**config.mk**
```make
export PLATFORM = sky130hd
export DESIGN_NAME = csr_decode
export DESIGN_NICKNAME = d
export VERILOG_FILES = /design/src/source/rv_decode_pkg.sv /design/src/source/csr_decode.sv
export SDC_FILE = /design/constraint.sdc
export NUM_CORES = 1
export LEC_CHECK = 0
export BUFFER_PORTS_ARGS = -buffer_cell sky130_fd_sc_hd__buf_2
export CAP_MARGIN = 15
export CELL_PAD_IN_SITES_DETAIL_PLACEMENT = 2
export CELL_PAD_IN_SITES_GLOBAL_PLACEMENT = 2
export CORE_MARGIN = 5
export CORE_UTILIZATION = 10
export DETAILED_ROUTE_END_ITERATION = 8
export MAX_ROUTING_LAYER = met4
export PLACE_DENSITY_LB_ADDON = 0.05
export SETUP_SLACK_MARGIN = 0.02
export SYNTH_ARGS = -nofsm -noshare
export SYNTH_HDL_FRONTEND = slang
export SYNTH_SLANG_ARGS = --single-unit
```
**constraint.sdc**
```tcl
create_clock -name vclk -period 3
set_input_delay 0.45 -clock vclk [all_inputs]
set_output_delay 0.45 -clock vclk [all_outputs]
set_load 0.01 [all_outputs]
```
**src/source/rv_decode_pkg.sv**
```systemverilog
/*
 * Shared constants and control structs for the RV32I decode stage.
 * Opcode, funct3 and select encodings live here with the no-operation words.
 */
package rv_decode_pkg;

    localparam int XLEN       = 32;
    localparam int CSR_ADDR_W = 12;
    localparam int REG_IDX_W  = 5;

    localparam logic [6:0] OPC_OP     = 7'b0110011;
    localparam logic [6:0] OPC_OP_IMM = 7'b0010011;
    localparam logic [6:0] OPC_LOAD   = 7'b0000011;
    localparam logic [6:0] OPC_STORE  = 7'b0100011;
    localparam logic [6:0] OPC_BRANCH = 7'b1100011;
    localparam logic [6:0] OPC_JAL    = 7'b1101111;
    localparam logic [6:0] OPC_JALR   = 7'b1100111;
    localparam logic [6:0] OPC_LUI    = 7'b0110111;
    localparam logic [6:0] OPC_AUIPC  = 7'b0010111;
    localparam logic [6:0] OPC_SYSTEM = 7'b1110011;

    localparam logic [2:0] F3_ADD  = 3'b000;
    localparam logic [2:0] F3_SLL  = 3'b001;
    localparam logic [2:0] F3_SLT  = 3'b010;
    localparam logic [2:0] F3_SLTU = 3'b011;
    localparam logic [2:0] F3_XOR  = 3'b100;
    localparam logic [2:0] F3_SR   = 3'b101;   // SRL and SRA
    localparam logic [2:0] F3_OR   = 3'b110;
    localparam logic [2:0] F3_AND  = 3'b111;

    localparam logic [2:0] F3_B  = 3'b000;
    localparam logic [2:0] F3_H  = 3'b001;
    localparam logic [2:0] F3_W  = 3'b010;
    localparam logic [2:0] F3_BU = 3'b100;
    localparam logic [2:0] F3_HU = 3'b101;

    localparam logic [2:0] F3_BEQ  = 3'b000;
    localparam logic [2:0] F3_BNE  = 3'b001;
    localparam logic [2:0] F3_BLT  = 3'b100;
    localparam logic [2:0] F3_BGE  = 3'b101;
    localparam logic [2:0] F3_BLTU = 3'b110;
    localparam logic [2:0] F3_BGEU = 3'b111;

    localparam logic [2:0] F3_CSRRW  = 3'b001;
    localparam logic [2:0] F3_CSRRS  = 3'b010;
    localparam logic [2:0] F3_CSRRC  = 3'b011;
    localparam logic [2:0] F3_CSRRWI = 3'b101;
    localparam logic [2:0] F3_CSRRSI = 3'b110;
    localparam logic [2:0] F3_CSRRCI = 3'b111;

    localparam logic [1:0] ALU_UNIT_ADD   = 2'b00;
    localparam logic [1:0] ALU_UNIT_LOGIC = 2'b01;
    localparam logic [1:0] ALU_UNIT_SHIFT = 2'b10;
    localparam logic [1:0] ALU_UNIT_CMP   = 2'b11;

    localparam logic [3:0] ALU_OP_ADD = 4'b0000;
    localparam logic [3:0] ALU_OP_SUB = 4'b1000;
    localparam logic [3:0] ALU_OP_SRL = 4'b0001;
    localparam logic [3:0] ALU_OP_GE  = 4'b0010;
    localparam logic [3:0] ALU_OP_SLT = 4'b0011;
    localparam logic [3:0] ALU_OP_XOR = 4'b0100;
    localparam logic [3:0] ALU_OP_OR  = 4'b0110;
    localparam logic [3:0] ALU_OP_U   = 4'b0111;   // Unsigned and arithmetic variants

    localparam logic [1:0] PC_SEL_NONE = 2'b00;
    localparam logic [1:0] PC_SEL_PC   = 2'b01;
    localparam logic [1:0] PC_SEL_ZERO = 2'b10;

    localparam logic [1:0] WB_SRC_ALU = 2'b00;
    localparam logic [1:0] WB_SRC_MEM = 2'b01;
    localparam logic [1:0] WB_SRC_PC4 = 2'b10;
    localparam logic [1:0] WB_SRC_CSR = 2'b11;

    localparam logic [2:0] CSR_OP_NONE = 3'b000;
    localparam logic [2:0] CSR_OP_RW   = 3'b001;
    localparam logic [2:0] CSR_OP_RS   = 3'b010;
    localparam logic [2:0] CSR_OP_RC   = 3'b011;
    localparam logic [2:0] CSR_OP_RWI  = 3'b101;
    localparam logic [2:0] CSR_OP_RSI  = 3'b110;
    localparam logic [2:0] CSR_OP_RCI  = 3'b111;

    localparam logic [3:0] MASK_B = 4'b0001;
    localparam logic [3:0] MASK_H = 4'b0011;
    localparam logic [3:0] MASK_W = 4'b1111;

    typedef enum logic [3:0] {
        CLS_NONE,
        CLS_OP,
        CLS_OP_IMM,
        CLS_LOAD,
        CLS_STORE,
        CLS_BRANCH,
        CLS_JAL,
        CLS_JALR,
        CLS_LUI,
        CLS_AUIPC,
        CLS_CSR
    } instr_class_e;

    typedef struct packed {
        logic       imm_sel;
        logic [1:0] pc_sel;
        logic       src1_pc;
        logic [1:0] unit_sel;
        logic [3:0] op;
    } alu_ctrl_t;

    typedef struct packed {
        logic [3:0] mask;
        logic       is_unsigned;
        logic       st_en;
    } mem_ctrl_t;

    typedef struct packed {
        logic       w_en;
        logic [1:0] src;
        logic       branch;
        logic       jump;
    } wb_ctrl_t;

    typedef struct packed {
        logic                  r_en;
        logic                  w_en;
        logic [2:0]            op;
        logic [CSR_ADDR_W-1:0] addr;
        logic                  imm_sel;
    } csr_ctrl_t;

    typedef struct packed {
        alu_ctrl_t alu;
        mem_ctrl_t mem;
        wb_ctrl_t  wb;
        csr_ctrl_t csr;
    } ctrl_word_t;

    localparam alu_ctrl_t ALU_CTRL_NOP = '{imm_sel: 1'b1, pc_sel: PC_SEL_NONE, src1_pc: 1'b0,
                                           unit_sel: ALU_UNIT_ADD, op: ALU_OP_ADD};
    localparam mem_ctrl_t MEM_CTRL_NOP = '{mask: 4'b0000, is_unsigned: 1'b0, st_en: 1'b0};
    localparam wb_ctrl_t  WB_CTRL_NOP  = '{w_en: 1'b0, src: WB_SRC_ALU, branch: 1'b0,
                                           jump: 1'b0};
    localparam csr_ctrl_t CSR_CTRL_NOP = '{r_en: 1'b0, w_en: 1'b0, op: CSR_OP_NONE,
                                           addr: '0, imm_sel: 1'b0};
    localparam ctrl_word_t CTRL_NOP    = '{alu: ALU_CTRL_NOP, mem: MEM_CTRL_NOP,
                                           wb: WB_CTRL_NOP, csr: CSR_CTRL_NOP};

endpackage

```
**src/source/csr_decode.sv**
```systemverilog
/*
 * CSR unit control for the six Zicsr forms.
 * The read enable follows the register write decision made in writeback_decode.
 */
`timescale 1ns/100ps

module csr_decode
(
    input  rv_decode_pkg::instr_class_e           cls,
    input  logic [2:0]                            funct3,
    input  logic [rv_decode_pkg::REG_IDX_W-1:0]  rs1,
    input  logic [rv_decode_pkg::CSR_ADDR_W-1:0] csr_field,
    input  logic                                  rd_write,
    output rv_decode_pkg::csr_ctrl_t             csr
);
    import rv_decode_pkg::*;

    always_comb
    begin
        csr = CSR_CTRL_NOP;
        if (cls == CLS_CSR)
        begin
            csr.op      = funct3;
            csr.addr    = csr_field;
            csr.imm_sel = funct3[2];   // uimm in the rs1 field
            csr.r_en    = rd_write;
            case (funct3)
                CSR_OP_RW, CSR_OP_RWI:
                    csr.w_en = 1'b1;
                CSR_OP_RS, CSR_OP_RC, CSR_OP_RSI, CSR_OP_RCI:
                    csr.w_en = (rs1 != '0);   // x0 or zero uimm leaves the CSR alone
                default:
                    csr.w_en = 1'b0;
            endcase
        end
    end

    always_comb
    begin
        a_csr_w_class: assert (!csr.w_en || cls == CLS_CSR)
            else $error("CSR write enabled outside a CSR instruction");
    end

endmodule

```
# == Word-level counts from Yosys, hierarchy flattened ==
# Cells that the tools add are included.
# op_classes
eq_ne,7
mux,2
reduce_logical,3
# op_table
operator,count
18-bit two-way mux,1
3-bit equality test (second input constant),3
3-bit by 2-bit equality test with 1-bit output (second input constant),2
5-bit nonzero test,1
4-bit equality test (second input constant),1
4-bit OR reduction,1
3-bit by 1-bit equality test with 1-bit output (second input constant),1
1-bit case mux with 2 select lines,1
2-bit OR reduction,1
# word_totals
ff_bits,0
out_inout_bits,18
wordCells,12

# == Depth between registers and ports, before layout ==
# depth
ltp_word,4
ltp_mapped,3

# == Worst setup path after synthesis ==
# OpenSTA, ideal clock, no wires.
# synth_timing
kind,input port to output port
startpoint,input rs1[0] (netlist bit)
endpoint,output csr[16] (netlist bit)
t_arrival_ns,1.205
t_required_ns,2.550
setup_slack_ns,1.345
path_stages,2
n_path_buf,0
path_cell_list,or4_1 -> o221a_1
# synth_lines
element,line,source
from (decl),csr_decode.sv:11,"input logic [rv_decode_pkg::REG_IDX_W-1:0] rs1,"
to (decl),csr_decode.sv:14,output rv_decode_pkg::csr_ctrl_t csr

==> summary.txt <==
Run status
  • Status: completed

Finish
  • CLK BUF: 0
  • Layout Nets: 90
  • Layout Cells excl Fill: 79
  • Area Overhead vs Synth: 148%
  • Sequential cells: 0
  • Register area: 0 um2
  • Most common cell after layout, fill and taps aside: buf_2
  • Multi-input gate area: 138 um2
  • Layout cells sized above 1: 69.8%
  • Most frequent cells in the layout: 43 x buf_2, 16 x and2_1
  • Fill count: 202
  • Post-route cell area: 373 um2
  • Antenna cell count: 0
  • Final design utilization: 25.3%

Synthesis
  • Synth Cell Area: 150 um2
  • Largest area contributor in the netlist: and2_1
  • Synth unique cells: 7
  • Post-synth net total: 47
  • Top post-synthesis cells by area: and2_1 67%, and4bb_2 8.3%, o221a_1 7.5%
  • Syn Inst Count: 22
  • Sequential fraction of the synthesis area: 0%
  • Yosys warnings: 0
  • Top cell type's share of synthesized area: 66.7%
  • Synthesized area per cell: 6.82 um2

STA
  • Final min period: 1.87 ns
  • RSZ-0062 raised after global routing: false
  • Final worst slack: 1.13 ns
  • Fmax: 534 MHz
  • Slew headroom: 81.9%
  • Worst Hold Slack: 1.19 ns
  • Final setup TNS: 0 ns
  • Worst slew pin tran: 0.272 ns
  • Max-slew violation count: 0
  • Tcrit/Tclk final: 62.4%
  • Endpoints failing hold: 0
  • Final setup vio count: 0

Global route
  • Largest net degree at the start of global routing: 18
  • Vias in the first global route: 332
  • First-pass GRT wire length: 1520 um
  • GR Util All Layers: 7.97%
  • Grt total ovfl: 0
  • Antenna violations before repair: 0

Floorplanning
  • Die Height: 48.8 um
  • Die Width: 48.8 um
  • Initial Utilization: 10.2%
  • Die ar.: 2380 um2
  • Total core area: 1470 um2
  • Io pins: 43
  • Cell row count: 14

Placement
  • HPWL Detailed: 923 um
  • Port Buf Inserts: 43
  • Gp weighted congestion: 0.725
  • Dpl cell area: 373 um2
  • Setup WS pre-CTS: 1.12 ns
  • Post-placement cell count: 79

Drt
  • TritonRoute pass-1 iters: 2
  • Final wirelength: 1000 um
  • Vias/cell: 3.97
  • Wire length per cell: 12.7 um
  • Starting DRC count in detailed routing: 2
  • DRC: 0
  • Routed vias: 314
  • Routed Antenna Nets: 0

Power and ir drop
  • Pleak: 0.254 nW
  • PwrDens: 71.5 nW/um2
  • VDD IR max: 17.2 uV
  • Total Power: 0.0267 mW

Hold path
  • Hold WC Path Type: primary input to output port

Worst setup path
  • Worst Setup Path Type: primary input to output port
  • Crit end category: output port
  • Critical Path Fanout Max: 1
  • CP required: 2.55 ns
  • Critical path launch point type: primary input
  • CP arrival: 1.42 ns

Flow run
  • Max Cap Viol: 0

Clock network
  • CTS Hold Buffers Added: 0
  • Postcts setup bufs: 0
  • Post_cts resized: 0
[path summary, 6_finish.rpt]
| kind | to | slack (ns) | cells after the start | start |
|---|---|---|---|---|
| setup / recovery | csr[16] | 1.13 | 4 | rs1[0] |
| hold / removal | csr[4] | 1.19 | 3 | csr_field[3] |
[routing by layer]
layer,vias up,share of wire (%),track usage (%)
met3,0,7.4,1.53
met4,0,0,0
met5,-,0,-
met2,21,50,14.1
li1,154,-,-
met1,139,43,9.89
[cells in the mapped netlist]
library cell  number
and2_1            16
and4bb_2           1
buf_2              1
buf_4              1
nand2b_1           1
o221a_1            1
or4_1              1
[cells by family after synthesis]
family / synth area share, %
and+or+nand+nor: 84.2
AOI/OAI and AO/OA: 7.50
buffers and inverters: 8.33
[power breakdown]
group          total, mW  internal (mW)  switching, mW
Sequential             0              0              0
Clock                  0              0              0
Combinational     0.0267         0.0169        0.00979
Total             0.0267         0.0169        0.00979
[worst max-delay path: stages]
cell and delay, ns:
buf_2 0.10, or4_1 0.53, o221a_1 0.21, buf_2 0.13
[layout make-up]
| type | count | area share, % |
|---|---|---|
| tap | 16 | 5.37 |
| timing repair buffer | 43 | 57.7 |
| multi-input combinational | 20 | 36.9 |
(Power assumes the default switching activity.)
