==> config.mk <==
export PLATFORM = sky130hd
export DESIGN_NAME = writeback_decode
export DESIGN_NICKNAME = d
export VERILOG_FILES = /design/src/source/rv_decode_pkg.sv /design/src/source/writeback_decode.sv
export SDC_FILE = /design/constraint.sdc
export NUM_CORES = 1
export LEC_CHECK = 0
export BUFFER_PORTS_ARGS = -buffer_cell sky130_fd_sc_hd__buf_4
export CORE_AREA = 2 2 39 41
export DETAILED_ROUTE_END_ITERATION = 8
export DIE_AREA = 0 0 41 43
export MAX_ROUTING_LAYER = met4
export SYNTH_ARGS = -nofsm -noshare
export SYNTH_HDL_FRONTEND = slang
export SYNTH_SLANG_ARGS = --single-unit
export TNS_END_PERCENT = 100
==> constraint.sdc <==
create_clock -name vclk -period 2.4
set_clock_uncertainty 0.2 [all_clocks]
set_input_delay 0.48 -clock vclk [all_inputs]
set_output_delay 0.48 -clock vclk [all_outputs]
set_load 0.02 [all_outputs]
==> src/source/rv_decode_pkg.sv <==
/*
 * Shared constants and control structs for the RV32I decode stage.
 * Opcode, funct3 and select encodings live here with the no-operation words.
 */
package rv_decode_pkg;

    localparam int XLEN       = 32;
    localparam int CSR_ADDR_W = 12;
    localparam int REG_IDX_W  = 5;

    localparam logic [6:0] OPC_OP     = 7'b0110011;
    localparam logic [6:0] OPC_OP_IMM = 7'b0010011;
    localparam logic [6:0] OPC_LOAD   = 7'b0000011;
    localparam logic [6:0] OPC_STORE  = 7'b0100011;
    localparam logic [6:0] OPC_BRANCH = 7'b1100011;
    localparam logic [6:0] OPC_JAL    = 7'b1101111;
    localparam logic [6:0] OPC_JALR   = 7'b1100111;
    localparam logic [6:0] OPC_LUI    = 7'b0110111;
    localparam logic [6:0] OPC_AUIPC  = 7'b0010111;
    localparam logic [6:0] OPC_SYSTEM = 7'b1110011;

    localparam logic [2:0] F3_ADD  = 3'b000;
    localparam logic [2:0] F3_SLL  = 3'b001;
    localparam logic [2:0] F3_SLT  = 3'b010;
    localparam logic [2:0] F3_SLTU = 3'b011;
    localparam logic [2:0] F3_XOR  = 3'b100;
    localparam logic [2:0] F3_SR   = 3'b101;   // SRL and SRA
    localparam logic [2:0] F3_OR   = 3'b110;
    localparam logic [2:0] F3_AND  = 3'b111;

    localparam logic [2:0] F3_B  = 3'b000;
    localparam logic [2:0] F3_H  = 3'b001;
    localparam logic [2:0] F3_W  = 3'b010;
    localparam logic [2:0] F3_BU = 3'b100;
    localparam logic [2:0] F3_HU = 3'b101;

    localparam logic [2:0] F3_BEQ  = 3'b000;
    localparam logic [2:0] F3_BNE  = 3'b001;
    localparam logic [2:0] F3_BLT  = 3'b100;
    localparam logic [2:0] F3_BGE  = 3'b101;
    localparam logic [2:0] F3_BLTU = 3'b110;
    localparam logic [2:0] F3_BGEU = 3'b111;

    localparam logic [2:0] F3_CSRRW  = 3'b001;
    localparam logic [2:0] F3_CSRRS  = 3'b010;
    localparam logic [2:0] F3_CSRRC  = 3'b011;
    localparam logic [2:0] F3_CSRRWI = 3'b101;
    localparam logic [2:0] F3_CSRRSI = 3'b110;
    localparam logic [2:0] F3_CSRRCI = 3'b111;

    localparam logic [1:0] ALU_UNIT_ADD   = 2'b00;
    localparam logic [1:0] ALU_UNIT_LOGIC = 2'b01;
    localparam logic [1:0] ALU_UNIT_SHIFT = 2'b10;
    localparam logic [1:0] ALU_UNIT_CMP   = 2'b11;

    localparam logic [3:0] ALU_OP_ADD = 4'b0000;
    localparam logic [3:0] ALU_OP_SUB = 4'b1000;
    localparam logic [3:0] ALU_OP_SRL = 4'b0001;
    localparam logic [3:0] ALU_OP_GE  = 4'b0010;
    localparam logic [3:0] ALU_OP_SLT = 4'b0011;
    localparam logic [3:0] ALU_OP_XOR = 4'b0100;
    localparam logic [3:0] ALU_OP_OR  = 4'b0110;
    localparam logic [3:0] ALU_OP_U   = 4'b0111;   // Unsigned and arithmetic variants

    localparam logic [1:0] PC_SEL_NONE = 2'b00;
    localparam logic [1:0] PC_SEL_PC   = 2'b01;
    localparam logic [1:0] PC_SEL_ZERO = 2'b10;

    localparam logic [1:0] WB_SRC_ALU = 2'b00;
    localparam logic [1:0] WB_SRC_MEM = 2'b01;
    localparam logic [1:0] WB_SRC_PC4 = 2'b10;
    localparam logic [1:0] WB_SRC_CSR = 2'b11;

    localparam logic [2:0] CSR_OP_NONE = 3'b000;
    localparam logic [2:0] CSR_OP_RW   = 3'b001;
    localparam logic [2:0] CSR_OP_RS   = 3'b010;
    localparam logic [2:0] CSR_OP_RC   = 3'b011;
    localparam logic [2:0] CSR_OP_RWI  = 3'b101;
    localparam logic [2:0] CSR_OP_RSI  = 3'b110;
    localparam logic [2:0] CSR_OP_RCI  = 3'b111;

    localparam logic [3:0] MASK_B = 4'b0001;
    localparam logic [3:0] MASK_H = 4'b0011;
    localparam logic [3:0] MASK_W = 4'b1111;

    typedef enum logic [3:0] {
        CLS_NONE,
        CLS_OP,
        CLS_OP_IMM,
        CLS_LOAD,
        CLS_STORE,
        CLS_BRANCH,
        CLS_JAL,
        CLS_JALR,
        CLS_LUI,
        CLS_AUIPC,
        CLS_CSR
    } instr_class_e;

    typedef struct packed {
        logic       imm_sel;
        logic [1:0] pc_sel;
        logic       src1_pc;
        logic [1:0] unit_sel;
        logic [3:0] op;
    } alu_ctrl_t;

    typedef struct packed {
        logic [3:0] mask;
        logic       is_unsigned;
        logic       st_en;
    } mem_ctrl_t;

    typedef struct packed {
        logic       w_en;
        logic [1:0] src;
        logic       branch;
        logic       jump;
    } wb_ctrl_t;

    typedef struct packed {
        logic                  r_en;
        logic                  w_en;
        logic [2:0]            op;
        logic [CSR_ADDR_W-1:0] addr;
        logic                  imm_sel;
    } csr_ctrl_t;

    typedef struct packed {
        alu_ctrl_t alu;
        mem_ctrl_t mem;
        wb_ctrl_t  wb;
        csr_ctrl_t csr;
    } ctrl_word_t;

    localparam alu_ctrl_t ALU_CTRL_NOP = '{imm_sel: 1'b1, pc_sel: PC_SEL_NONE, src1_pc: 1'b0,
                                           unit_sel: ALU_UNIT_ADD, op: ALU_OP_ADD};
    localparam mem_ctrl_t MEM_CTRL_NOP = '{mask: 4'b0000, is_unsigned: 1'b0, st_en: 1'b0};
    localparam wb_ctrl_t  WB_CTRL_NOP  = '{w_en: 1'b0, src: WB_SRC_ALU, branch: 1'b0,
                                           jump: 1'b0};
    localparam csr_ctrl_t CSR_CTRL_NOP = '{r_en: 1'b0, w_en: 1'b0, op: CSR_OP_NONE,
                                           addr: '0, imm_sel: 1'b0};
    localparam ctrl_word_t CTRL_NOP    = '{alu: ALU_CTRL_NOP, mem: MEM_CTRL_NOP,
                                           wb: WB_CTRL_NOP, csr: CSR_CTRL_NOP};

endpackage

==> src/source/writeback_decode.sv <==
/*
 * Register writeback control plus the branch and jump flags for the PC unit.
 * CSR reads are written back unless a swap form targets x0.
 */
`timescale 1ns/100ps

module writeback_decode
(
    input  rv_decode_pkg::instr_class_e          cls,
    input  logic [2:0]                           funct3,
    input  logic [rv_decode_pkg::REG_IDX_W-1:0] rd,
    output rv_decode_pkg::wb_ctrl_t             wb
);
    import rv_decode_pkg::*;

    always_comb
    begin
        wb = WB_CTRL_NOP;
        case (cls)
            CLS_OP, CLS_OP_IMM, CLS_LUI, CLS_AUIPC:
                wb.w_en = 1'b1;
            CLS_LOAD:
            begin
                wb.w_en = 1'b1;
                wb.src  = WB_SRC_MEM;
            end
            CLS_JAL, CLS_JALR:
            begin
                wb.w_en = 1'b1;
                wb.src  = WB_SRC_PC4;   // Link address
                wb.jump = 1'b1;
            end
            CLS_BRANCH:
                wb.branch = 1'b1;
            CLS_CSR:
            begin
                wb.w_en = funct3[1] || (rd != '0);   // Set and clear forms always write
                wb.src  = WB_SRC_CSR;
            end
            default:
                wb = WB_CTRL_NOP;
        endcase
    end

endmodule

Yosys cells after proc, flatten, opt, wreduce, memory -nomap -nowiden:

Cells that the tools add are included.

* register bits: 0
* output and inout bits: 5
* word-level logic and storage cells: 17

* equality and inequality tests: 9
* multiplexer cells: 4
* reduce and logical (&&, ||, !) cells: 4

Operator list (number)
* equality test 4 x 3 -> 1 bit, second input constant: 3
* equality test 4 bit, second input constant: 3
* equality test 4 x 2 -> 1 bit, second input constant: 2
* OR reduction 7 bit: 1
* one-hot mux 2 bit (3 select lines): 1
* nonzero test 5 bit: 1
* equality test 4 x 1 -> 1 bit, second input constant: 1
* two-way mux 1 bit: 2
* one-hot mux 1 bit (2 select lines): 1
* OR reduction 2 bit: 1
* logical OR 1 bit: 1

Logic depth before layout (Yosys ltp):

* depth in word-level cells: 3
* depth in mapped cells: 3

Worst setup path before layout:

No wires, ideal clock.

* kind: input-to-output
* start point: in cls[0]
* end point: out wb[1] (netlist name)
* data arrival time: 1193 ps
* data required time: 1720 ps
* path slack: 527 ps
* stages on the path: 1
* buffers on the path: 0
* cell sequence: nor4bb_1

* longest elaborated chain between the ends: 2

RTL lines
* start, declared: line writeback_decode.sv:9 `input rv_decode_pkg::instr_class_e cls,`
* equality test 4 x 3 -> 1 bit: line writeback_decode.sv:19 `case (cls)`
* two-way mux 1 bit: line writeback_decode.sv:19
* end, declared: line writeback_decode.sv:12 `output rv_decode_pkg::wb_ctrl_t wb`

No other way between the ends.

==> flow_summary_export.csv <==
group,metric,value,unit
synthesis,muxShareOfSynthArea,0,%
worst_hold_path,hold_path_depth,3,
finish,n_antenna_cell,0,
worst_hold_path,hp-class,"input port to output port",
route,drt-wirelength-per-cell,7.20,µm
route,first_pass_iters,2,
synthesis,yosys_warnings,0,
floorplan,dieArea,1760,µm²
synthesis,synthSimpleGateAreaFrac,60.0,%
synthesis,synthTopCellsByArea,"nor3b_1 15%, nor4_2 13%, nor4bb_1 10%",
route,drtIter0Drc,2,
finish,seq_cell_count,0,
clock_network,cts_resized,0,
timing,period_share,82.0,%
floorplan,die_w,41,µm
global_route,grt_usage,3.38,%
floorplan,initial_core_util,7.23,%
route,vias,161,
timing,max_slew_margin,84.3,%
finish,seqCellArea,0,µm²
synthesis,synth.distinct_cells,13,
power,finalPower,0.0000399,W
synthesis,post-synth-top-count-cell,"nor3b_1",
placed_design,place_hpwl,271,µm
power,p_per_area,171,nW/µm²
synthesis,synth_fp_nets,26,
synthesis,synthAdderAreaFrac,0,%
synthesis,synth_compound_area_share,27.5,%
timing,drv_slew,0,
synthesis,netlist_area,100,µm²
floorplan,dieHeight,43,µm
timing,max_freq,0.508,GHz
synthesis,synth_top_family_by_area,"simple AND/OR/NAND/NOR gates",
timing,fin_tns_setup,0,ns
timing,min_period,1.97,ns
timing,rsz0062_at_grt,"false",
route,drcViolationCount,0,
timing,hold_violations,0,
finish,drive_gt1_share,55.2,%
setup_path,worstSetupStartpointType,"input port",
timing,worst_pin_slew,0.232,ns
synthesis,syn-instance-count,14,
setup_path,critPathMaxFanout,1,
finish,final_core_util,16.8,%
placed_design,port_buffers,15,
synthesis,synth.top_cell.area_share,15.0,%
global_route,grt_pass1_wl,455,µm
floorplan,io_pins,17,
timing,finalSetupViolations,0,
synthesis,synth_xor_area_share,8.75,%
setup_path,cp.required,1.72,ns
worst_hold_path,min_from,"cls[2]",
floorplan,rows,14,
global_route,grt_pass1_vias,112,
setup_path,cp-startpoint,"rd[1]",
route,postRouteAntennaNets,0,
route,routed_via_density,3.58,
clock_network,cts_hold_buf,0,
route,finalWirelength,324,µm
setup_path,cp-end-kind,"output port",
status,outcome,"complete, no violations",
placed_design,globalplace.congestion,0.415,
finish,syn2layout_area_growth,132,%
setup_path,worstSetupPathType,"input port to output port",
synthesis,synth_top_area_cell,"nor3b_1",
finish,nClkBuffers,0,
synthesis,avgSynthCellArea,7.15,µm²
clock_network,post-cts-setup-buffers,0,
finish,num-nets-final,43,
power,ir_drop,0.0155,mV
global_route,grt_max_degree,8,
floorplan,core-area,1380,µm²
job,cap_violations,0,
global_route,antenna_found_initial,0,
synthesis,yosysSeqAreaShare,0,%
power,power_leakage,0.108,nW
setup_path,critPathArrivalTime,1.29,ns
global_route,overflow,0,
[kinds of logic (layout without fill, tap and decap cells)]
family | count (synthesis) | count (layout)
XOR/XNOR | 1 | 1
AO/OA/AOI/OAI | 4 | 4
buffers and inverters | 1 | 16
AND/OR/NAND/NOR | 8 | 8
[worst max-delay path, cell delays in order]
cell     delay (ns)
buf_4          0.11
nor4_2         0.25
nand4_1        0.11
a22o_1         0.18
buf_4          0.15
[cells in the final DEF (no fill, tap or decap)]
cell	n
a21oi_1	1
a22o_1	1
a31oi_1	1
and3_1	1
buf_4	15
inv_1	1
nand4_1	1
nor2_1	1
nor2b_1	1
nor3b_1	2
nor4_2	1
nor4bb_1	1
o21bai_1	1
xnor2_1	1
[final cells by class]
| type | count | area (µm²) |
|---|---|---|
| repair buffers | 15 | 113 |
| multi-input cells | 13 | 96.3 |
| inverters | 1 | 3.75 |
| fillers | 161 | 1150 |
| well taps | 16 | 20.0 |
[final timing paths]
path	to	slack (ns)
setup / recovery	wb[4]	0.43
hold / removal	wb[2]	1.06
[report_power, final]
group | internal (W) | total [W] | switching, W
registers | 0 | 0 | 0
clock network | 0 | 0 | 0
logic | 0.0000224 | 0.0000399 | 0.0000175
total | 0.0000224 | 0.0000399 | 0.0000175
[metal layers]
metal / routed length, µm / track usage [%] / part of all wire (%) / vias to the layer above
met5: 0 / - / 0 / -
met4: 0 / 0 / 0 / 0
met3: 40 / 0 / 12 / 0
met2: 147 / 5.94 / 45 / 8
met1: 137 / 4.43 / 42 / 67
li1: - / - / - / 86
[per-stage QoR]
| stage | area (µm²) | hold WS, ns | setup WS, ns | instances |
|---|---|---|---|---|
| after detailed placement | 233 | 1.06 | 0.416 | 45 |
| after floorplan | 100 | 0.843 | 0.527 | 14 |
| after global routing | 233 | 1.08 | 0.356 | 45 |
| final | 233 | 1.06 | 0.433 | 45 |
| after CTS | 233 | 1.06 | 0.416 | 45 |
| after global placement | 233 | 1.06 | 0.411 | 45 |
No activity file was read; power rests on OpenSTA's default activity.
