--- src/source/rv_decode_pkg.sv ---
/*
 * Shared constants and control structs for the RV32I decode stage.
 * Opcode, funct3 and select encodings live here with the no-operation words.
 */
package rv_decode_pkg;

    localparam int XLEN       = 32;
    localparam int CSR_ADDR_W = 12;
    localparam int REG_IDX_W  = 5;

    localparam logic [6:0] OPC_OP     = 7'b0110011;
    localparam logic [6:0] OPC_OP_IMM = 7'b0010011;
    localparam logic [6:0] OPC_LOAD   = 7'b0000011;
    localparam logic [6:0] OPC_STORE  = 7'b0100011;
    localparam logic [6:0] OPC_BRANCH = 7'b1100011;
    localparam logic [6:0] OPC_JAL    = 7'b1101111;
    localparam logic [6:0] OPC_JALR   = 7'b1100111;
    localparam logic [6:0] OPC_LUI    = 7'b0110111;
    localparam logic [6:0] OPC_AUIPC  = 7'b0010111;
    localparam logic [6:0] OPC_SYSTEM = 7'b1110011;

    localparam logic [2:0] F3_ADD  = 3'b000;
    localparam logic [2:0] F3_SLL  = 3'b001;
    localparam logic [2:0] F3_SLT  = 3'b010;
    localparam logic [2:0] F3_SLTU = 3'b011;
    localparam logic [2:0] F3_XOR  = 3'b100;
    localparam logic [2:0] F3_SR   = 3'b101;   // SRL and SRA
    localparam logic [2:0] F3_OR   = 3'b110;
    localparam logic [2:0] F3_AND  = 3'b111;

    localparam logic [2:0] F3_B  = 3'b000;
    localparam logic [2:0] F3_H  = 3'b001;
    localparam logic [2:0] F3_W  = 3'b010;
    localparam logic [2:0] F3_BU = 3'b100;
    localparam logic [2:0] F3_HU = 3'b101;

    localparam logic [2:0] F3_BEQ  = 3'b000;
    localparam logic [2:0] F3_BNE  = 3'b001;
    localparam logic [2:0] F3_BLT  = 3'b100;
    localparam logic [2:0] F3_BGE  = 3'b101;
    localparam logic [2:0] F3_BLTU = 3'b110;
    localparam logic [2:0] F3_BGEU = 3'b111;

    localparam logic [2:0] F3_CSRRW  = 3'b001;
    localparam logic [2:0] F3_CSRRS  = 3'b010;
    localparam logic [2:0] F3_CSRRC  = 3'b011;
    localparam logic [2:0] F3_CSRRWI = 3'b101;
    localparam logic [2:0] F3_CSRRSI = 3'b110;
    localparam logic [2:0] F3_CSRRCI = 3'b111;

    localparam logic [1:0] ALU_UNIT_ADD   = 2'b00;
    localparam logic [1:0] ALU_UNIT_LOGIC = 2'b01;
    localparam logic [1:0] ALU_UNIT_SHIFT = 2'b10;
    localparam logic [1:0] ALU_UNIT_CMP   = 2'b11;

    localparam logic [3:0] ALU_OP_ADD = 4'b0000;
    localparam logic [3:0] ALU_OP_SUB = 4'b1000;
    localparam logic [3:0] ALU_OP_SRL = 4'b0001;
    localparam logic [3:0] ALU_OP_GE  = 4'b0010;
    localparam logic [3:0] ALU_OP_SLT = 4'b0011;
    localparam logic [3:0] ALU_OP_XOR = 4'b0100;
    localparam logic [3:0] ALU_OP_OR  = 4'b0110;
    localparam logic [3:0] ALU_OP_U   = 4'b0111;   // Unsigned and arithmetic variants

    localparam logic [1:0] PC_SEL_NONE = 2'b00;
    localparam logic [1:0] PC_SEL_PC   = 2'b01;
    localparam logic [1:0] PC_SEL_ZERO = 2'b10;

    localparam logic [1:0] WB_SRC_ALU = 2'b00;
    localparam logic [1:0] WB_SRC_MEM = 2'b01;
    localparam logic [1:0] WB_SRC_PC4 = 2'b10;
    localparam logic [1:0] WB_SRC_CSR = 2'b11;

    localparam logic [2:0] CSR_OP_NONE = 3'b000;
    localparam logic [2:0] CSR_OP_RW   = 3'b001;
    localparam logic [2:0] CSR_OP_RS   = 3'b010;
    localparam logic [2:0] CSR_OP_RC   = 3'b011;
    localparam logic [2:0] CSR_OP_RWI  = 3'b101;
    localparam logic [2:0] CSR_OP_RSI  = 3'b110;
    localparam logic [2:0] CSR_OP_RCI  = 3'b111;

    localparam logic [3:0] MASK_B = 4'b0001;
    localparam logic [3:0] MASK_H = 4'b0011;
    localparam logic [3:0] MASK_W = 4'b1111;

    typedef enum logic [3:0] {
        CLS_NONE,
        CLS_OP,
        CLS_OP_IMM,
        CLS_LOAD,
        CLS_STORE,
        CLS_BRANCH,
        CLS_JAL,
        CLS_JALR,
        CLS_LUI,
        CLS_AUIPC,
        CLS_CSR
    } instr_class_e;

    typedef struct packed {
        logic       imm_sel;
        logic [1:0] pc_sel;
        logic       src1_pc;
        logic [1:0] unit_sel;
        logic [3:0] op;
    } alu_ctrl_t;

    typedef struct packed {
        logic [3:0] mask;
        logic       is_unsigned;
        logic       st_en;
    } mem_ctrl_t;

    typedef struct packed {
        logic       w_en;
        logic [1:0] src;
        logic       branch;
        logic       jump;
    } wb_ctrl_t;

    typedef struct packed {
        logic                  r_en;
        logic                  w_en;
        logic [2:0]            op;
        logic [CSR_ADDR_W-1:0] addr;
        logic                  imm_sel;
    } csr_ctrl_t;

    typedef struct packed {
        alu_ctrl_t alu;
        mem_ctrl_t mem;
        wb_ctrl_t  wb;
        csr_ctrl_t csr;
    } ctrl_word_t;

    localparam alu_ctrl_t ALU_CTRL_NOP = '{imm_sel: 1'b1, pc_sel: PC_SEL_NONE, src1_pc: 1'b0,
                                           unit_sel: ALU_UNIT_ADD, op: ALU_OP_ADD};
    localparam mem_ctrl_t MEM_CTRL_NOP = '{mask: 4'b0000, is_unsigned: 1'b0, st_en: 1'b0};
    localparam wb_ctrl_t  WB_CTRL_NOP  = '{w_en: 1'b0, src: WB_SRC_ALU, branch: 1'b0,
                                           jump: 1'b0};
    localparam csr_ctrl_t CSR_CTRL_NOP = '{r_en: 1'b0, w_en: 1'b0, op: CSR_OP_NONE,
                                           addr: '0, imm_sel: 1'b0};
    localparam ctrl_word_t CTRL_NOP    = '{alu: ALU_CTRL_NOP, mem: MEM_CTRL_NOP,
                                           wb: WB_CTRL_NOP, csr: CSR_CTRL_NOP};

endpackage

--- src/source/alu_decode.sv ---
/*
 * ALU control for one instruction class: operand selects, result unit and op code.
 * Bit 30 picks SUB for register ops and the arithmetic shift for both ALU forms.
 */
`timescale 1ns/100ps

module alu_decode
(
    input  rv_decode_pkg::instr_class_e cls,
    input  logic [2:0]                  funct3,
    input  logic                        alt,
    output rv_decode_pkg::alu_ctrl_t    alu
);
    import rv_decode_pkg::*;

    always_comb
    begin
        alu = ALU_CTRL_NOP;
        case (cls)
            CLS_OP, CLS_OP_IMM:
            begin
                alu.imm_sel = (cls == CLS_OP_IMM);
                case (funct3)
                    F3_ADD:
                    begin
                        alu.unit_sel = ALU_UNIT_ADD;
                        alu.op       = (cls == CLS_OP && alt) ? ALU_OP_SUB : ALU_OP_ADD;
                    end
                    F3_SLL:
                    begin
                        alu.unit_sel = ALU_UNIT_SHIFT;
                        alu.op       = ALU_OP_SLT;   // Left shift shares this code
                    end
                    F3_SLT:
                    begin
                        alu.unit_sel = ALU_UNIT_CMP;
                        alu.op       = ALU_OP_SLT;
                    end
                    F3_SLTU:
                    begin
                        alu.unit_sel = ALU_UNIT_CMP;
                        alu.op       = ALU_OP_U;
                    end
                    F3_XOR:
                    begin
                        alu.unit_sel = ALU_UNIT_LOGIC;
                        alu.op       = ALU_OP_XOR;
                    end
                    F3_SR:
                    begin
                        alu.unit_sel = ALU_UNIT_SHIFT;
                        alu.op       = alt ? ALU_OP_U : ALU_OP_SRL;
                    end
                    F3_OR:
                    begin
                        alu.unit_sel = ALU_UNIT_LOGIC;
                        alu.op       = ALU_OP_OR;
                    end
                    F3_AND:
                    begin
                        alu.unit_sel = ALU_UNIT_LOGIC;
                        alu.op       = ALU_OP_U;
                    end
                    default: alu.op = ALU_OP_ADD;
                endcase
            end
            CLS_BRANCH:
            begin
                alu.src1_pc = 1'b1;
                alu.pc_sel  = PC_SEL_PC;   // Target is PC plus offset
                case (funct3)
                    F3_BEQ:  alu.op = ALU_OP_ADD;
                    F3_BNE:  alu.op = ALU_OP_SRL;
                    F3_BLT:  alu.op = ALU_OP_SLT;
                    F3_BGE:  alu.op = ALU_OP_GE;
                    F3_BLTU: alu.op = ALU_OP_U;
                    F3_BGEU: alu.op = ALU_OP_OR;
                    default: alu.op = ALU_OP_ADD;
                endcase
            end
            CLS_JAL, CLS_AUIPC: alu.pc_sel = PC_SEL_PC;
            CLS_LUI:            alu.pc_sel = PC_SEL_ZERO;   // Zero plus upper immediate
            default:            alu = ALU_CTRL_NOP;
        endcase
    end

endmodule

--- config.mk ---
export PLATFORM = sky130hd
export DESIGN_NAME = alu_decode
export DESIGN_NICKNAME = d
export VERILOG_FILES = /design/src/source/rv_decode_pkg.sv /design/src/source/alu_decode.sv
export SDC_FILE = /design/constraint.sdc
export NUM_CORES = 1
export LEC_CHECK = 0
export ABC_AREA = 0
export BUFFER_PORTS_ARGS = -buffer_cell sky130_fd_sc_hd__buf_2
export CAP_MARGIN = 20
export CORE_AREA = 3 3 40 42
export DETAILED_ROUTE_END_ITERATION = 10
export DIE_AREA = 0 0 43 45
export SYNTH_ARGS = -nofsm -noshare
export SYNTH_HDL_FRONTEND = slang
export SYNTH_SLANG_ARGS = --single-unit
--- constraint.sdc ---
create_clock -name vclk -period 1.8
set_input_delay 0.36 -clock vclk [all_inputs]
set_output_delay 0.36 -clock vclk [all_outputs]
set_load 0.005 [all_outputs]
### Yosys cells after proc, flatten, opt, wreduce, memory -nomap -nowiden

Cells that the tools add are included.

* register bits after elaboration: 0
* input port bits: 8
* output and inout bits: 10

* equal/unequal tests: 13
* mux-type cells: 9
* reduce and logical (&&, ||, !) cells: 4

Operators with widths (count)
* $pmux 6 s8: 1
* $pmux 3 s5: 1
* $eq 3x3->1 const B: 4
* $eq 4x3->1 const B: 2
* $eq 4x4->1 const B: 2
* $pmux 4 s2: 1
* $eq 3x2->1 const B: 2
* $eq 4x1->1 const B: 1
* $eq 4x2->1 const B: 1
* $mux 4: 1
* $pmux 2 s2: 1
* $eq 3x1->1 const B: 1
* $logic_not 3->1: 1
* $mux 3: 1
* $reduce_or 3->1: 1
* $mux 1: 2
* $mux 2: 1
* $reduce_or 2->1: 1
* $logic_and 1x1->1: 1

### Logic depth before layout (Yosys ltp)

* depth after elaboration: 5
* gate-level depth with buffers: 3
* gate-level depth less buffers: 3

### Least setup slack after synthesis

Ideal clock, no wire load.

* path type: input port to output port
* from: in cls[3]
* to: out alu[0] in the netlist's numbering
* arrival: 964 ps
* data required time: 1440 ps
* setup slack: 476 ps
* stages: 3
* path buffers: 0
* cell sequence: and4bb_1 a32oi_1 o221ai_1

RTL lines
* start, declared: line alu_decode.sv:9 `input rv_decode_pkg::instr_class_e cls,`
* end, declared: line alu_decode.sv:12 `output rv_decode_pkg::alu_ctrl_t alu`

==> key figures <==
Outcome
  • Outcome: completed

Floorplanning
  • Row cnt: 13
  • Initial Util: 0.141
  • I/O Pins: 18
  • Die Y-Extent: 45 µm
  • Area of the core: about 0.0013 mm²
  • Die area: 0.00194 mm²
  • Die extent in x: around 43 µm

Timing
  • # setup viols final: 0
  • Fmax: 615 MHz
  • Final critical-path share of the clock period: 0.904
  • RSZ-0062 raised after global routing: no
  • Minimum clock period: 1.63 ns
  • Final WS setup: roughly 0.17 ns
  • Relative slew slack: 0.822
  • Final setup TNS: 0 ns
  • Max Slew Vio Count: 0
  • Slew @ Worst Pin: 0.265 ns
  • Final Hold Viols: 0

Place
  • Final Wtd Congestion: 0.680
  • Port Buffer Count: 18
  • Place WS: 0.167 ns

Synth
  • Synthesis warning total: 0
  • Synth area leaders: a32oi_1 (9.7%), xor2_1 (9.7%), a21oi_1 (8.3%), nand2_1 (8.3%), and4bb_1 (6.9%)
  • Syn nets: 38
  • Register area share after synthesis: 0
  • Simple-Gate Fraction of Synth Area: 0.483
  • Post-synth top area cell: a32oi_1
  • Mean post-synth cell area: 6.05 µm²
  • Most frequent cell after synthesis: nand2_1
  • Compound-gate portion of the synthesized area: 0.359
  • Post-Syn Instances: 30
  • Cell area after synthesis: 181 µm²
  • Post-Synth Adder-Cell Area: 0
  • Main combinational cell family by area after synthesis: simple AND/OR/NAND/NOR gates
  • Yosys top cell area share: 0.0966
  • Mux contribution to synthesized area: 0
  • Synth cell count leaders: nand2_1 (4), a21oi_1 (3), inv_1 (3), nor2_1 (3)
  • Distinct cells, synth: 18
  • Post-synthesis xor/xnor area fraction: 0.0966

Worst setup path
  • Worst Path Arrival: approximately 1.3 ns
  • CP endpoint kind: output port
  • Worst endpoint required time: 1.44 ns
  • Crit start category: primary input
  • Crit path max fanout: 5
  • Critical path origin: cls[2]
  • Setup CP Type: in2out

Layout
  • Antenna cells: 0
  • Register area: 0 µm²
  • Share of post-route cells with drive strength above 1: 0.375
  • Area Overhead vs Synth: 60.0%
  • Layout Nets: 58
  • # clk buffers: 0
  • Num sequential: 0

Clock tree
  • # hold bufs at CTS: 0
  • Cts repair resizes: 0
  • Post-CTS Setup Inserts: 0

Routing
  • DR pass1 iterations: 4
  • Final ANT Viol Nets: 0
  • DRC: 0
  • Post-Route WL: around 640 µm
  • Vias/cell: 4.71
  • DR iter-0 viols: 2
  • Routed via count: 297
  • Wirelength per Cell: 10.1 µm

Power
  • P_leak: 0.156 nW
  • Max VDD drop: 0.0000578 V
  • Pwr Density: 191 mW/mm²

GRT
  • Antenna violations before repair: 0
  • GRT overflow: 0
  • Total track usage: 0.0680
  • Pin count of the biggest net entering global routing: 9
  • Number of global-route vias before repair: 256
  • First-pass GRT wire length: 1080 µm

Hold path
  • Hold endpoint: alu[8]
  • Hold wc startpoint: cls[2]
  • Hold path cells: 3
  • Hold Path Class: in2out

Run
  • Max_cap viols: 0
cell type report:
cell class	count	area, µm²
fillers	157	995
multi-input cells	27	170
repair buffers	18	90.1
well taps	15	18.8
inverters	3	11.3
critical path, stage by stage:
cell      delay, ns
buf_2          0.13
nor2_1         0.24
nand2_1        0.19
o221ai_1       0.21
buf_2          0.14
cell families after synthesis:
family,Yosys count
simple gates,15
compound gates,10
xor+xnor,2
buf+inv,3
worst max-delay path by stage:
| stage | endpoint | slack (ns) | depth (start not counted) |
|---|---|---|---|
| floorplan | alu[0] | 0.48 | 3 |
| global placement | alu[0] | 0.18 | 5 |
| detailed placement | alu[0] | 0.17 | 5 |
| CTS | alu[0] | 0.17 | 5 |
| global route | alu[0] | 0.07 | 5 |
| finish | alu[0] | 0.17 | 5 |
layer usage:
metal  global-route usage  wire length, µm
met1               0.0976              285
met2                0.120              283
met3              0.00398               67
met4                    0                0
met5                    0                0
stage by stage:
step            util  hold slack, ns  instance area (µm²)  std cells  power [mW]
2_1_floorplan      -           0.753                  181         30      0.0260
3_5_place_dp   0.226            1.01                  290         63      0.0557
5_1_grt        0.226            1.02                  290         63      0.0635
6_report       0.226            1.01                  290         63      0.0554
3_3_place_gp   0.226            1.00                  290         63      0.0547
4_1_cts        0.226            1.01                  290         63      0.0559
layout by cell type (no fill, tap or decap), drive strengths merged:
cell	count
a32oi	2
nor2b	2
nor2	3
a21oi	3
nand2b	1
inv	3
nor4b	1
buf	18
nand2	4
o21ai	2
and4bb	1
o221ai	1
a21o	1
xor2	2
nor4	1
nand3	1
o22ai	1
nor4bb	1
report_power, final:
part           internal, mW  switching (mW)  leakage [nW]
registers                 0               0             0
clock network             0               0             0
logic                0.0250          0.0304         0.156
(Power assumes the default switching activity.)
